### src/common/mem_access_params.svh
`ifndef MEM_ACCESS_PARAMS_SVH
`define MEM_ACCESS_PARAMS_SVH

// Data path width, one RAM word
`define MA_WORD_W 32

// Byte offset bits inside a word
`define MA_OFF_W 2

// RAM depth in words
// Kept a power of two so the word index wraps cleanly
`define MA_MEM_WORDS 1024

// Write mask with every bit enabled
`define MA_FULL_MASK {`MA_WORD_W{1'b1}}

`endif

### src/common/mem_access_pkg.sv
`include "mem_access_params.svh"

package mem_access_pkg;

    // Data word as seen on both sides of the controller
    typedef logic [`MA_WORD_W-1:0] word_t;

    // Byte address, any alignment on the request side
    typedef logic [`MA_WORD_W-1:0] addr_t;

    // Per-bit write enable, 1 takes the new bit
    typedef logic [`MA_WORD_W-1:0] mask_t;

    // Position of the first byte inside its word
    typedef logic [`MA_OFF_W-1:0] byte_off_t;

    // Sequencer states
    typedef enum logic [3:0] {
        idle,
        issue_first,
        finish,
        // Write paths
        read_before_write,
        issue_write,
        issue_next_before_write,
        read_next_before_write,
        issue_write_low,
        issue_write_high,
        // Read paths
        wait_read,
        issue_next_read,
        wait_next_read
    } seq_state_t;

endpackage

### src/rtl/access_ctrl/lane_merge.sv
`timescale 1ns/1ns
`include "mem_access_params.svh"

module lane_merge (
    input  mem_access_pkg::byte_off_t offset,
    input  mem_access_pkg::word_t     save_wdata,
    input  mem_access_pkg::mask_t     save_wmask,
    input  mem_access_pkg::word_t     low_word,
    input  mem_access_pkg::word_t     high_word,
    input  mem_access_pkg::word_t     mem_rdata,
    output mem_access_pkg::word_t     merged_low,
    output mem_access_pkg::word_t     merged_high,
    output mem_access_pkg::word_t     read_word
);

    // Two adjacent words treated as one little-endian window
    localparam int PAIR_W = 2 * `MA_WORD_W;

    // Byte offset scaled to a bit shift, 0 to 24
    logic [`MA_OFF_W+2:0] shift_bits;

    // Write side, new data and mask placed at their byte lanes
    logic [PAIR_W-1:0] data_pair;
    logic [PAIR_W-1:0] mask_pair;

    // Old contents of the low and high words
    logic [PAIR_W-1:0] old_pair;
    logic [PAIR_W-1:0] new_pair;

    // Read side window, RAM word on top of the saved low word
    logic [PAIR_W-1:0] read_pair;

    assign shift_bits = {offset, 3'b000};

    // Byte i of the request lands in lane offset+i of the pair
    // Lanes past 3 spill into the high word
    assign data_pair = {{`MA_WORD_W{1'b0}}, save_wdata} << shift_bits;
    assign mask_pair = {{`MA_WORD_W{1'b0}}, save_wmask} << shift_bits;

    assign old_pair = {high_word, low_word};

    // Mask bit set takes the new bit, clear keeps the old one
    assign new_pair = (old_pair & ~mask_pair) | (data_pair & mask_pair);

    // Offset 0 leaves the high half unmasked, so the low half is the
    // plain aligned read-modify-write word
    assign merged_low  = new_pair[`MA_WORD_W-1:0];
    assign merged_high = new_pair[PAIR_W-1:`MA_WORD_W];

    // Upper lanes of the low word, then lower lanes of the next word
    assign read_pair = {mem_rdata, low_word} >> shift_bits;
    assign read_word = read_pair[`MA_WORD_W-1:0];

endmodule

### config.mk
export PLATFORM = sky130hd
export DESIGN_NAME = lane_merge
export DESIGN_NICKNAME = d
export VERILOG_FILES = /design/src/common/mem_access_pkg.sv /design/src/rtl/access_ctrl/lane_merge.sv
export VERILOG_INCLUDE_DIRS = /design/src /design/src/common
export SDC_FILE = /design/constraint.sdc
export NUM_CORES = 1
export LEC_CHECK = 0
export BUFFER_PORTS_ARGS = -buffer_cell sky130_fd_sc_hd__buf_2
export CORE_AREA = 5 5 97 99
export DETAILED_ROUTE_END_ITERATION = 6
export DIE_AREA = 0 0 102 104
export GPL_ROUTABILITY_DRIVEN = 0
export MAX_ROUTING_LAYER = met4
export PLACE_DENSITY_LB_ADDON = 0.3
export SLEW_MARGIN = 5
export SYNTH_ARGS = -nofsm -noshare
export SYNTH_HDL_FRONTEND = slang
export SYNTH_SLANG_ARGS = --single-unit
export TNS_END_PERCENT = 30
### constraint.sdc
create_clock -name vclk -period 1.38
set_input_delay 0 -clock vclk [all_inputs]
set_output_delay 0 -clock vclk [all_outputs]
set_load 0.05 [all_outputs]
# After elaboration in Yosys (flattened, before gate mapping)
# Cells that the tools add are included.
word_totals:
  ff_bits: 0
  elab_cells: 7
classes:
  n_bitwise: 4
  shift: 3
op_table:
  columns: ["operator", "n"]
  rows:
  - ["64-bit bitwise AND", 2]
  - ["32-bit by 5-bit left shift with 64-bit output", 2]
  - ["64-bit NOT", 1]
  - ["64-bit bitwise OR", 1]
  - ["64-bit by 5-bit right shift with 32-bit output", 1]

# Depth between registers and ports, before layout
logic_depth:
  ltp_word: 4
  mapped_depth: 7

# Worst setup path before layout
# No wires, ideal clock.
synth_path:
  path_type: "input -> output"
  startpoint: "in offset[0]"
  endpoint: "out merged_high[10]"
  required_time_ps: 1380
  path_stages: 6
  path_buffers: 4
  arrival_time_ps: 1891
  path_slack_ps: -511
  path_cell_list: "buf_6 buf_12 buf_12 buf_12 mux2i_1 o31ai_1"
synth_between:
  elab_chain_cells: 4
synth_lines:
  columns: ["item", "line_no", "rtl"]
  rows:
  - ["start, declared", "lane_merge.sv:5", "input mem_access_pkg::byte_off_t offset,"]
  - ["32-bit by 5-bit left shift with 64-bit output", "lane_merge.sv:38", "assign mask_pair = {{`MA_WORD_W{1'b0}}, save_wmask} << shift_bits;"]
  - ["64-bit NOT", "lane_merge.sv:43", "assign new_pair = (old_pair & ~mask_pair) | (data_pair & mask_pair);"]
  - ["64-bit bitwise AND", "lane_merge.sv:43", null]
  - ["64-bit bitwise OR *", "lane_merge.sv:43", null]
  - ["end, declared", "lane_merge.sv:12", "output mem_access_pkg::word_t merged_high,"]
# Every way passes the cells marked *; elsewhere a longest branch is shown, timed or not.

# Worst setup path in the final report
layout_path:
  startpoint: "in offset[0]"
  endpoint: "out merged_high[3]"
# Same word-level chain as after synthesis.

==> metrics.log <==
[metrics] maximum fanout encountered on the critical timing path: 18
[metrics] portion of the clock cycle consumed by the worst path in the final layout: 100%
[metrics] starting density of the core: 34.7%
[metrics] number of ports placed on the die boundary: approximately 260
[metrics] element type at the critical path start: primary input
[metrics] share of the synthesized area in the top cell type: a little over a fifth
[metrics] drt first-iter violations: approximately 100
[metrics] area growth from synthesis to layout: 55.3%
[metrics] minimum setup slack in the final design: -0.000795 ns
[metrics] mean post-synth cell area: ~11 um2
[metrics] leading area contributor after synthesis: mux2i_1
[metrics] wire length of the first global-routing pass: between 15,000 and 20,000 um
[metrics] number of distinct library cell variants in the gate-level netlist after synthesis: 23
[metrics] total track usage: between 20% and 30%
[metrics] number of global-route vias before repair: between 3,000 and 4,000
[metrics] Final Hold Violating Endpoints: 0
[metrics] Max Freq: 724 MHz
[metrics] dominant cell type by count on the critical path: mux2_2
[metrics] non-filler cells, final: approximately 620
[metrics] required time reported for the critical path endpoint: about 1.4 ns
[metrics] worst rel slew slack: between 60 and 70%
[metrics] count of flip-flops and latches: 0
[metrics] max incr delay on CP: between 0.3 and 0.4 ns
[metrics] Critical-path top delay cell: mux2_2
[metrics] post-DP HPWL: approximately 9500 um
[metrics] register area: 0 um2
[metrics] final period demand of the worst path: about 1.4 ns
[metrics] cell area after synthesis: 2940 um2
[metrics] Setup crit end kind: output port
[metrics] Max VDD drop: 308 uV
[metrics] initial antenna violation count: 0
[metrics] GRT Residual Overflow: 0
[metrics] synthesized netlist net count: 440
[metrics] number of slew-limit violations in the final report: 0
[metrics] # port buffers: about 230
[metrics] worst min-delay path category: in -> out
[metrics] type of the setup path with the least slack: in -> out
[metrics] category of cells accounting for the largest share of critical-path delay: multiplexers
[metrics] die width: ~100 um
[metrics] number of setup violations in the final report: 1
[metrics] Die Area: about 11,000 um2
[metrics] Avg Vias per Cell: roughly 5.4
[metrics] Vias: around 3,400
[metrics] pwr dens: between 500 and 600 nW/um2
[metrics] unrepaired setup endpoints after global routing: yes
[metrics] # hold bufs at CTS: 0
[metrics] number of antenna repair diodes: 0
[metrics] standard cell core area: 8470 um2
[metrics] Area contributors post-synth: mux2i_1 (22%), mux4_2 (20%), mux2_2 (18%)
[metrics] largest net degree at the start of global routing: 33
[metrics] Buf+Inv Stages, Crit Path: 3
[metrics] violated checks: setup timing
[metrics] Worst Hold Margin: 0.0000193 ns
[metrics] final wirelength: between 10,000 and 15,000 um
[metrics] cell row count: 34
[metrics] worst path cell trace: buf_4 > buf_12 > mux2_2 > a22oi_1 > mux2_2 > buf_6
[metrics] DRC Markers: 0
[metrics] number of max-cap violations: 0
[metrics] transition time at the pin with the least slew margin: 0.505 ns
[metrics] Routed Antenna Nets: 0
[metrics] sequential fraction of the synthesis area: 0%
[metrics] post-detailed-route wirelength per cell: approximately 18 um
[metrics] post-layout net count: ~680
[metrics] # clk buffers: 0
[metrics] number of search-and-repair iterations in the first detailed-routing pass: 4
[metrics] data arrival time of the critical path: around 1.4 ns
[metrics] die height: 104 um
[metrics] proportion of layout cells with a drive suffix above 1: approximately 74%
[metrics] status: complete, but fails checks
[metrics] number of warnings printed during yosys synthesis: 0
[metrics] Placed Cells incl. Taps: a little over 600
[metrics] leakage dissipation: approximately 2.3 nW
[metrics] instance count of the mapped netlist: roughly 280
-- per-layer routing --
| metal | wire length [um] | vias up | share of wire (%) | global-route usage (%) |
|---|---|---|---|---|
| met5 | 0 | - | 0 | - |
| met2 | 5810 | 163 | 51 | 37.1 |
| li1 | - | 1590 | - | - |
| met1 | 4430 | 1604 | 39 | 24.5 |
| met4 | 215 | 0 | 1.9 | 3.19 |
| met3 | 967 | 18 | 8.5 | 2.28 |
-- cells in the final DEF, fill, tap and decap left out, types with 6 or more instances in the layout --
cell type    n
buf_2      213
mux2i_1     55
mux2_2      46
buf_4       34
mux4_2      26
a22oi_1     19
nand2_1     16
mux2_4      13
buf_6       10
inv_1        9
o21ai_0      8
mux2i_2      8
a22o_1       8
nor2_1       8
mux4_1       6
o31ai_4      6
buf_12       6
-- through the flow --
step	worst slack [ns]	instance area, um2	util [%]	TNS, ns	power [mW]
3_5_place_dp	-0.166	4340	51.2	-1.35	2.45
4_1_cts	0.0000617	4380	51.8	0	2.49
3_3_place_gp	-0.148	4340	51.2	-1.14	2.42
5_1_grt	-0.0386	4560	53.9	-0.140	2.69
6_report	-0.000795	4560	53.9	-0.000795	2.56
2_1_floorplan	-0.193	3040	-	-2.64	1.84
-- final timing paths --
path	startpoint	to	slack (ns)	depth (start not counted)
max	offset[0]	merged_high[3]	-0.0008	6
min	high_word[24]	merged_high[24]	0.00002	0
-- Yosys cell counts --
cell type  instances
mux2_4            13
inv_1              9
buf_6              5
nor2b_1            2
clkbuf_2           2
and2_2             1
nor2_1             8
a22o_1             8
o21ai_0            8
mux2_1             5
a22oi_1           24
clkbuf_4           2
mux4_2            26
buf_4             10
nor2_2             1
mux2i_1           64
mux4_1             6
clkbuf_1           3
buf_2              7
nand2_1           16
mux2_2            46
buf_12             4
o31ai_1            8
-- logic make-up after synthesis --
kind of cell | after synthesis | synth area share (%)
buffers and inverters | 42 | 10.8
AND/OR/NAND/NOR | 28 | 3.96
AO/OA/AOI/OAI | 48 | 11.9
multiplexers | 160 | 73.3
-- power breakdown --
group | switching (mW) | leakage [nW] | internal, mW
logic | 1.59 | 2.28 | 0.962
clock network | 0 | 0 | 0
registers | 0 | 0 | 0
-- area by class of cell --
class / count / area, um2
Tap cell: 108 / 135
Fill cell: 799 / 3910
Inverter: 9 / 33.8
Timing Repair Buffer: 268 / 1600
Multi-Input combinational cell: 236 / 2790
-- what timing repair did --
item                       CTS  global route
setup endpoints to repair   19            29
resized for setup           16            35
buffers inserted             0             9
Power figures use the tool's default switching activity.
