<file path="src/common/mem_access_params.svh">
`ifndef MEM_ACCESS_PARAMS_SVH
`define MEM_ACCESS_PARAMS_SVH

// Data path width, one RAM word
`define MA_WORD_W 32

// Byte offset bits inside a word
`define MA_OFF_W 2

// RAM depth in words
// Kept a power of two so the word index wraps cleanly
`define MA_MEM_WORDS 1024

// Write mask with every bit enabled
`define MA_FULL_MASK {`MA_WORD_W{1'b1}}

`endif

</file>
<file path="src/common/mem_access_pkg.sv">
`include "mem_access_params.svh"

package mem_access_pkg;

    // Data word as seen on both sides of the controller
    typedef logic [`MA_WORD_W-1:0] word_t;

    // Byte address, any alignment on the request side
    typedef logic [`MA_WORD_W-1:0] addr_t;

    // Per-bit write enable, 1 takes the new bit
    typedef logic [`MA_WORD_W-1:0] mask_t;

    // Position of the first byte inside its word
    typedef logic [`MA_OFF_W-1:0] byte_off_t;

    // Sequencer states
    typedef enum logic [3:0] {
        idle,
        issue_first,
        finish,
        // Write paths
        read_before_write,
        issue_write,
        issue_next_before_write,
        read_next_before_write,
        issue_write_low,
        issue_write_high,
        // Read paths
        wait_read,
        issue_next_read,
        wait_next_read
    } seq_state_t;

endpackage

</file>
<file path="src/common/mem_word_if.sv">
`timescale 1ns/1ns

interface mem_word_if;

    // Command side, driven by the sequencer
    logic                  cmd_start;
    logic                  cmd_write;
    mem_access_pkg::addr_t addr;
    mem_access_pkg::word_t wdata;

    // Response side, driven by the RAM
    logic                  cmd_ready;
    mem_access_pkg::word_t rdata;
    logic                  rdata_valid;

    modport ctrl (
        output cmd_start, cmd_write, addr, wdata,
        input  cmd_ready, rdata, rdata_valid
    );

    modport ram (
        input  cmd_start, cmd_write, addr, wdata,
        output cmd_ready, rdata, rdata_valid
    );

endinterface

</file>
<file path="src/rtl/access_ctrl/access_seq.sv">
`timescale 1ns/1ns
`include "mem_access_params.svh"

module access_seq (
    input  logic                      clk,
    input  logic                      rst,
    input  logic                      cmd_start,
    input  logic                      cmd_write,
    output logic                      cmd_ready,
    input  mem_access_pkg::addr_t     addr,
    input  mem_access_pkg::word_t     wdata,
    input  mem_access_pkg::mask_t     wmask,
    output mem_access_pkg::word_t     rdata,
    output logic                      rdata_valid,
    mem_word_if.ctrl                  mem,
    output mem_access_pkg::byte_off_t offset,
    output mem_access_pkg::word_t     save_wdata,
    output mem_access_pkg::mask_t     save_wmask,
    output mem_access_pkg::word_t     low_word,
    output mem_access_pkg::word_t     high_word,
    input  mem_access_pkg::word_t     merged_low,
    input  mem_access_pkg::word_t     merged_high,
    input  mem_access_pkg::word_t     read_word
);

    mem_access_pkg::seq_state_t state;

    // Captured request
    logic                  save_write;
    mem_access_pkg::addr_t save_addr;

    logic                  aligned;
    logic                  full_write;
    mem_access_pkg::addr_t base_addr;
    mem_access_pkg::addr_t next_addr;

    assign offset     = save_addr[`MA_OFF_W-1:0];
    assign aligned    = (offset == '0);
    // Whole aligned word replaced, no old data needed
    assign full_write = save_write && aligned && (save_wmask == `MA_FULL_MASK);

    assign base_addr = {save_addr[`MA_WORD_W-1:`MA_OFF_W], {`MA_OFF_W{1'b0}}};
    // Wraps past the top, RAM folds it back to word 0
    assign next_addr = base_addr + mem_access_pkg::addr_t'(4);

    // Requests only taken while nothing is in flight
    assign cmd_ready = (state == mem_access_pkg::idle);

    // Second word read finishes an unaligned read through the merger
    assign rdata = (state == mem_access_pkg::wait_next_read) ? read_word : mem.rdata;
    assign rdata_valid = mem.rdata_valid &&
                         (((state == mem_access_pkg::wait_read) && aligned) ||
                          (state == mem_access_pkg::wait_next_read));

    // Word-side command, held until the RAM is ready
    always_comb begin
        mem.cmd_start = 1'b0;
        mem.cmd_write = 1'b0;
        mem.addr      = base_addr;
        mem.wdata     = save_wdata;
        case (state)
            mem_access_pkg::issue_first: begin
                // Read of the low word, or the direct write
                mem.cmd_start = 1'b1;
                mem.cmd_write = full_write;
            end
            mem_access_pkg::issue_write,
            mem_access_pkg::issue_write_low: begin
                mem.cmd_start = 1'b1;
                mem.cmd_write = 1'b1;
                mem.wdata     = merged_low;
            end
            mem_access_pkg::issue_write_high: begin
                mem.cmd_start = 1'b1;
                mem.cmd_write = 1'b1;
                mem.addr      = next_addr;
                mem.wdata     = merged_high;
            end
            mem_access_pkg::issue_next_before_write,
            mem_access_pkg::issue_next_read: begin
                mem.cmd_start = 1'b1;
                mem.addr      = next_addr;
            end
            default: begin
            end
        endcase
    end

    always_ff @(posedge clk) begin
        if (rst) begin
            state <= mem_access_pkg::idle;
        end else begin
            case (state)
                mem_access_pkg::idle: begin
                    if (cmd_start) begin
                        state <= mem_access_pkg::issue_first;
                    end
                end
                mem_access_pkg::issue_first: begin
                    if (mem.cmd_ready) begin
                        if (full_write) begin
                            state <= mem_access_pkg::idle;
                        end else if (save_write) begin
                            state <= mem_access_pkg::read_before_write;
                        end else begin
                            state <= mem_access_pkg::wait_read;
                        end
                    end
                end
                mem_access_pkg::read_before_write: begin
                    if (mem.rdata_valid) begin
                        state <= aligned ? mem_access_pkg::issue_write :
                                           mem_access_pkg::issue_next_before_write;
                    end
                end
                mem_access_pkg::issue_next_before_write: begin
                    if (mem.cmd_ready) begin
                        state <= mem_access_pkg::read_next_before_write;
                    end
                end
                mem_access_pkg::read_next_before_write: begin
                    if (mem.rdata_valid) begin
                        state <= mem_access_pkg::issue_write_low;
                    end
                end
                mem_access_pkg::issue_write_low: begin
                    if (mem.cmd_ready) begin
                        state <= mem_access_pkg::issue_write_high;
                    end
                end
                mem_access_pkg::issue_write,
                mem_access_pkg::issue_write_high: begin
                    // Last write of the request
                    if (mem.cmd_ready) begin
                        state <= mem_access_pkg::idle;
                    end
                end
                mem_access_pkg::wait_read: begin
                    if (mem.rdata_valid) begin
                        state <= aligned ? mem_access_pkg::finish :
                                           mem_access_pkg::issue_next_read;
                    end
                end
                mem_access_pkg::issue_next_read: begin
                    if (mem.cmd_ready) begin
                        state <= mem_access_pkg::wait_next_read;
                    end
                end
                mem_access_pkg::wait_next_read: begin
                    if (mem.rdata_valid) begin
                        state <= mem_access_pkg::finish;
                    end
                end
                default: begin
                    state <= mem_access_pkg::idle;
                end
            endcase
        end
    end

    // Request fields and returned words
    always_ff @(posedge clk) begin
        if (state == mem_access_pkg::idle && cmd_start) begin
            save_write <= cmd_write;
            save_addr  <= addr;
            save_wdata <= wdata;
            save_wmask <= wmask;
        end
        if (mem.rdata_valid) begin
            if (state == mem_access_pkg::read_before_write ||
                state == mem_access_pkg::wait_read) begin
                low_word <= mem.rdata;
            end
            if (state == mem_access_pkg::read_next_before_write) begin
                high_word <= mem.rdata;
            end
        end
    end

endmodule

</file>
<file path="src/flat_wrapper.sv">
// flat-port wrapper written by rule: the top's interface ports become plain ports
module access_seq_flat 
  (clk, rst, cmd_start, cmd_write, cmd_ready, addr, wdata, wmask, rdata, rdata_valid, offset, save_wdata, save_wmask, low_word, high_word, merged_low, merged_high, read_word, mem_cmd_start, mem_cmd_write, mem_addr, mem_wdata, mem_cmd_ready, mem_rdata, mem_rdata_valid);
  mem_word_if mem_i ();
  input  logic clk;
  input  logic rst;
  input  logic cmd_start;
  input  logic cmd_write;
  output logic cmd_ready;
  input  mem_access_pkg::addr_t addr;
  input  mem_access_pkg::word_t wdata;
  input  mem_access_pkg::mask_t wmask;
  output mem_access_pkg::word_t rdata;
  output logic rdata_valid;
  output mem_access_pkg::byte_off_t offset;
  output mem_access_pkg::word_t save_wdata;
  output mem_access_pkg::mask_t save_wmask;
  output mem_access_pkg::word_t low_word;
  output mem_access_pkg::word_t high_word;
  input  mem_access_pkg::word_t merged_low;
  input  mem_access_pkg::word_t merged_high;
  input  mem_access_pkg::word_t read_word;
  output wire logic [$bits(mem_i.cmd_start)-1:0] mem_cmd_start;
  output wire logic [$bits(mem_i.cmd_write)-1:0] mem_cmd_write;
  output wire logic [$bits(mem_i.addr)-1:0] mem_addr;
  output wire logic [$bits(mem_i.wdata)-1:0] mem_wdata;
  input wire logic [$bits(mem_i.cmd_ready)-1:0] mem_cmd_ready;
  input wire logic [$bits(mem_i.rdata)-1:0] mem_rdata;
  input wire logic [$bits(mem_i.rdata_valid)-1:0] mem_rdata_valid;
  assign mem_cmd_start = mem_i.cmd_start;
  assign mem_cmd_write = mem_i.cmd_write;
  assign mem_addr = mem_i.addr;
  assign mem_wdata = mem_i.wdata;
  assign mem_i.cmd_ready = mem_cmd_ready;
  assign mem_i.rdata = mem_rdata;
  assign mem_i.rdata_valid = mem_rdata_valid;
  access_seq u_core (.clk(clk), .rst(rst), .cmd_start(cmd_start), .cmd_write(cmd_write), .cmd_ready(cmd_ready), .addr(addr), .wdata(wdata), .wmask(wmask), .rdata(rdata), .rdata_valid(rdata_valid), .mem(mem_i), .offset(offset), .save_wdata(save_wdata), .save_wmask(save_wmask), .low_word(low_word), .high_word(high_word), .merged_low(merged_low), .merged_high(merged_high), .read_word(read_word));
endmodule
</file>
<file path="config.mk">
export PLATFORM = sky130hd
export DESIGN_NAME = access_seq_flat
export DESIGN_NICKNAME = d
export VERILOG_FILES = /design/src/common/mem_access_pkg.sv /design/src/common/mem_word_if.sv /design/src/rtl/access_ctrl/access_seq.sv /design/src/flat_wrapper.sv
export VERILOG_INCLUDE_DIRS = /design/src /design/src/common
export SDC_FILE = /design/constraint.sdc
export NUM_CORES = 1
export LEC_CHECK = 0
export ABC_AREA = 1
export BUFFER_PORTS_ARGS = -buffer_cell sky130_fd_sc_hd__buf_2
export CORE_AREA = 2 2 178 180
export DETAILED_ROUTE_END_ITERATION = 6
export DIE_AREA = 0 0 180 182
export HOLD_SLACK_MARGIN = 0.15
export PLACE_DENSITY_LB_ADDON = 0.1
export SETUP_SLACK_MARGIN = 0.2
export SLEW_MARGIN = 5
export SYNTH_ARGS = -nofsm -noshare
export SYNTH_HDL_FRONTEND = slang
export SYNTH_SLANG_ARGS = --single-unit
</file>
<file path="constraint.sdc">
create_clock -name clk -period 5.4 [get_ports clk]
set_input_delay 0.81 -clock clk [delete_from_list [all_inputs] [get_ports clk]]
set_output_delay 0.81 -clock clk [all_outputs]
set_load 0.02 [all_outputs]
</file>
# --- Yosys cells after proc, flatten, opt, wreduce, memory -nomap -nowiden ---
# Cells that the tools add are included.
classes:
  n_reduce_logical: 17
  addsub: 1
  mux: 20
  n_eq_ne: 21
op_table:
  columns: ["op", "n"]
  rows:
  - ["$mux W32", 2]
  - ["$pmux W32 S2", 1]
  - ["$mux W4", 13]
  - ["$pmux W4 S10", 1]
  - ["$add A32 B3 Y32 const B", 1]
  - ["$eq A32 B32 Y1 const B", 1]
  - ["$ne A2 B2 Y1 const B", 10]
  - ["$eq A4 B3 Y1 const B", 4]
  - ["$eq A4 B4 Y1 const B", 4]
  - ["$reduce_and A10 Y1", 1]
  - ["$reduce_or A3 Y1", 2]
  - ["$reduce_or A6 Y1", 1]
  - ["$logic_and A1 B1 Y1", 5]
  - ["$eq A4 B1 Y1 const B", 1]
  - ["$eq A4 B2 Y1 const B", 1]
  - ["$logic_not A4 Y1", 1]
  - ["$reduce_and A2 Y1", 2]
  - ["$reduce_or A2 Y1", 2]
  - ["$logic_not A2 Y1", 1]
  - ["$logic_or A1 B1 Y1", 2]
  - ["$mux W1", 2]
  - ["$pmux W1 S2", 1]
word_totals:
  out_inout_bits: 230
  regBits: 165
  in_bits: 230
  wordCells: 66

# --- Longest topological paths before layout ---
depth:
  ltp_word: 6
  mapped_depth: 12
  mapped_depth_nobuf: 11

# --- Worst setup path after synthesis ---
# OpenSTA, ideal clock, no wires.
synth_timing:
  path_type: "reg-to-reg"
  start: "register u_core.state[0]"
  end: "register u_core.save_addr[0] (enable)"
  setup_ns: 0.554
  stages_incl_launch_ff: 5
  t_required_ns: 4.846
  path_slack_ns: -0.053
  arrival_time_ns: 4.899
  synth_period_minus_slack_ns: 5.453
  path_cell_list: "dfxtp_1 > buf_2 > nor2_1 > nand2_1 > nor2_1"
synth_between:
  elab_chain_len: 2
synth_lines:
  columns: ["item", "line", "rtl"]
  rows:
  - ["from (decl)", "access_seq.sv:26", "mem_access_pkg::seq_state_t state;"]
  - ["from (signal assigned)", "access_seq.sv:91", "state <= mem_access_pkg::idle;"]
  - ["from (signal assigned)", "access_seq.sv:96", "state <= mem_access_pkg::issue_first;"]
  - ["from (signal assigned)", "access_seq.sv:102", "state <= mem_access_pkg::idle;"]
  - ["$logic_not A4 Y1", "access_seq.sv:163", "if (state == mem_access_pkg::idle && cmd_start) begin"]
  - ["$logic_and A1 B1 Y1", "access_seq.sv:163", null]
  - ["to (signal assigned)", "access_seq.sv:165", "save_addr <= addr;"]
  - ["to (decl)", "access_seq.sv:30", "mem_access_pkg::addr_t save_addr;"]
# No other way between the ends.
# A chain may end at the register's enable or synchronous reset.

# --- Worst setup path in the final report ---
layout_timing:
  start: "register u_core.state[3]"
  end: "output mem_cmd_write"
layout_between:
  elab_chain_len: 3
  elab_cells_between_ends: 6
layout_lines:
  columns: ["item", "line", "rtl"]
  rows:
  - ["$eq A4 B3 Y1 / $eq A4 B4 Y1 (equally long branches)", "access_seq.sv:61", "case (state)"]
  - ["$reduce_or A3 Y1 (no source line)", null, null]
  - ["$pmux W1 S2 (*)", "access_seq.sv:61", null]
  - ["to (decl)", "flat_wrapper.sv:24", "output wire logic [$bits(mem_i.cmd_write)-1:0] mem_cmd_write;"]
# Every way passes the cells marked *; elsewhere a longest branch is shown, timed or not.

==> impl_metrics.ini <==
[cts]
cts_setup_buffers = 0
cts_max_level = 4
clk-insertion-delay-late_ps = 440
cts_root_buf = clkbuf_16
cts_max_path_buffers = 2
cts_made_buffers = 17
clock_sinks = 165
cts.repair.resized = 0
cts_hold_buf = 0
cts_tree = done
path_clk_slew_ps = 70

[pwr]
p_comb_frac = 0.322
power_leakage_nw = 4.87
p_int_mw = 2.75
switching_share = 0.377
vdd_drop_max_mv = 0.234
power.density_nw_per_um2 = 411
clockPowerShare = 0.269
p_seq_frac = 0.409
power_switching_mw = 1.66

[timing]
max_freq_ghz = 0.258
rsz0062_at_grt = false
fin_ws_ps = 1520
setup_violations = 0
fin_worst_hold_slack_ps = 539
maxSlewViolCount = 0
min_period_over_period = 0.718
tightest_slew_ps = 1170
final-hold-violation-count = 0
fin_worst_skew_ps = 9.81
fin_setup_tns_ps = 0
period_minus_slack_ps = 3880
maxSlewHeadroom = 0.222

[global_route]
grt_pass1_vias = 6789
grt_start_max_net_pins = 88
grt_pass1_wl_mm = 39.7
grt_usage = 0.161
grt_overflow = 0
antenna_found_initial = 5

[yosys]
ys_warn_count = 0
seq_area_frac_synth = 0.663
syn_area_um2 = 7410
syn_inst = 702
synth_cell_types = 31
ys_ff_latch = 165
synth_edf_count = 161
synth.avg_cell_area_um2 = 10.6
async_reset_ff_frac = 0
yosys_most_used_dff = edfxtp_1

[setup_path]
regToRegSetupSlack_ps = 2680
endpoint_kind = output pin
crit_buf_inv = 3
path_max_fanout = 34
critPathMaxStageDelay_ps = 640
critPathKind = register to output pin
cp-start-kind = register
cp_slowest_cell = nor2_4
critPathRequiredTime_ps = 4590
critical_path.top_delay_family = buffers and inverters
path_cells = inv_1, nor2_4, nand2_1, o21ai_0, inv_1, o21ai_0, buf_2
crit_arrival_ps = 3070

[placement]
dp_slack_ps = 1910
place.gp.congestion = 0.831
numPortBuffers = 457
dpl-instance-area_um2 = 10200
dp_hpwl_mm = 20.4
dpl.cell_count = 1537

[min_path]
hold_path.class = input pin to register

[routing]
ant_nets = 0
firstDrtPassIters = 4
post_drt_wl_per_cell_um = 17.0
avgViaCountPerCell = 4.32
num_vias = 6790
drc = 0
drt-initial-drc-count = 318
wirelength_mm = 26.7

[layout]
syn_to_final_growth_pct = 44.7
drive_gt1_frac = 0.439
layout_commonest_cell = buf_2
final_cell_mix = buf_2, nand2_1, edfxtp_1
final_nets = 1385
final_area_um2 = 10700
instances_no_fill = 1571
nFillCells = 3274

[flow_run]
cap_violations = 0

[die]
rows = 65
die_h_um = 182
start_util = 0.239
dieArea_um2 = 32800
io_pins = 460
die_w_um = 180
coreArea_um2 = 31000

[status]
status = finished, final reports clean
stage by stage:
step / utilization / power [mW]
6_report: 0.346 / 4.41
5_1_grt: 0.346 / 4.65
4_1_cts: 0.346 / 4.48
3_5_place_dp: 0.328 / 3.27
3_3_place_gp: 0.328 / 3.29
2_1_floorplan: - / 2.68
power groups by stage:
stage,clock network (mW),logic (mW),registers (mW)
global route,1.28,1.55,1.83
global placement,0,1.46,1.83
detailed placement,0,1.44,1.83
finish,1.19,1.42,1.80
floorplan,0,0.721,1.96
CTS,1.23,1.45,1.80
routing by layer:
metal / vias to the layer above / track usage / routed length [µm]
met5: - / 0 / 27
met4: 4 / 0.0660 / 661
met3: 37 / 0.0487 / 1870
met2: 291 / 0.278 / 13500
met1: 3132 / 0.185 / 10700
li1: 3326 / - / -
registers in the layout, indices dropped and copies added (netlist names):
name,flops
u_core.save_addr,32
u_core.low_word,32
u_core.state,4
u_core.high_word,32
u_core.save_wdata,32
u_core.save_write,1
u_core.save_wmask,32
path summary, 6_finish.rpt:
path | start | end | depth (start not counted)
min reg2reg | u_core.state[3] | u_core.state[3] | 2
max reg2reg | u_core.state[2] | u_core.high_word[14] | 4
min | wdata[0] | u_core.save_wdata[0] | 1
max | u_core.state[3] | mem_cmd_write | 7
cells by family after synthesis:
family / after synthesis / synth area share
xor+xnor: 22 / 0.0260
simple gates: 419 / 0.253
other cells: 1 / 0.000506
flops: 165 / 0.663
buf+inv: 73 / 0.0395
compound gates: 21 / 0.0162
fa+ha+maj: 1 / 0.00169
synthesized netlist by cell type, drive strengths merged (4+ instances only):
cell | instances | area [µm²]
o21ai | 9 | 45.0
a21oi | 8 | 40.0
nand3 | 83 | 430
xnor2 | 7 | 61.3
nor2 | 55 | 258
edfxtp | 161 | 4830
clkbuf | 24 | 90.1
inv | 41 | 154
xor2 | 15 | 131
buf | 7 | 45.0
dfxtp | 4 | 80.1
nor3 | 8 | 40.0
nand2 | 229 | 872
nand4 | 42 | 263
cell type report:
cell class | instances | area, µm² | share of cell area
timing repair buffer | 463 | 2340 | 0.219
inverter | 42 | 158 | 0.0147
tap | 402 | 503 | 0.0469
antenna | 3 | 7.51 | 0.000700
sequential | 165 | 4910 | 0.458
clock buffer | 18 | 429 | 0.0400
multi-input combinational | 465 | 2240 | 0.209
clock inverter | 13 | 134 | 0.0125
Note: power is estimated with default switching activity, not from simulation.
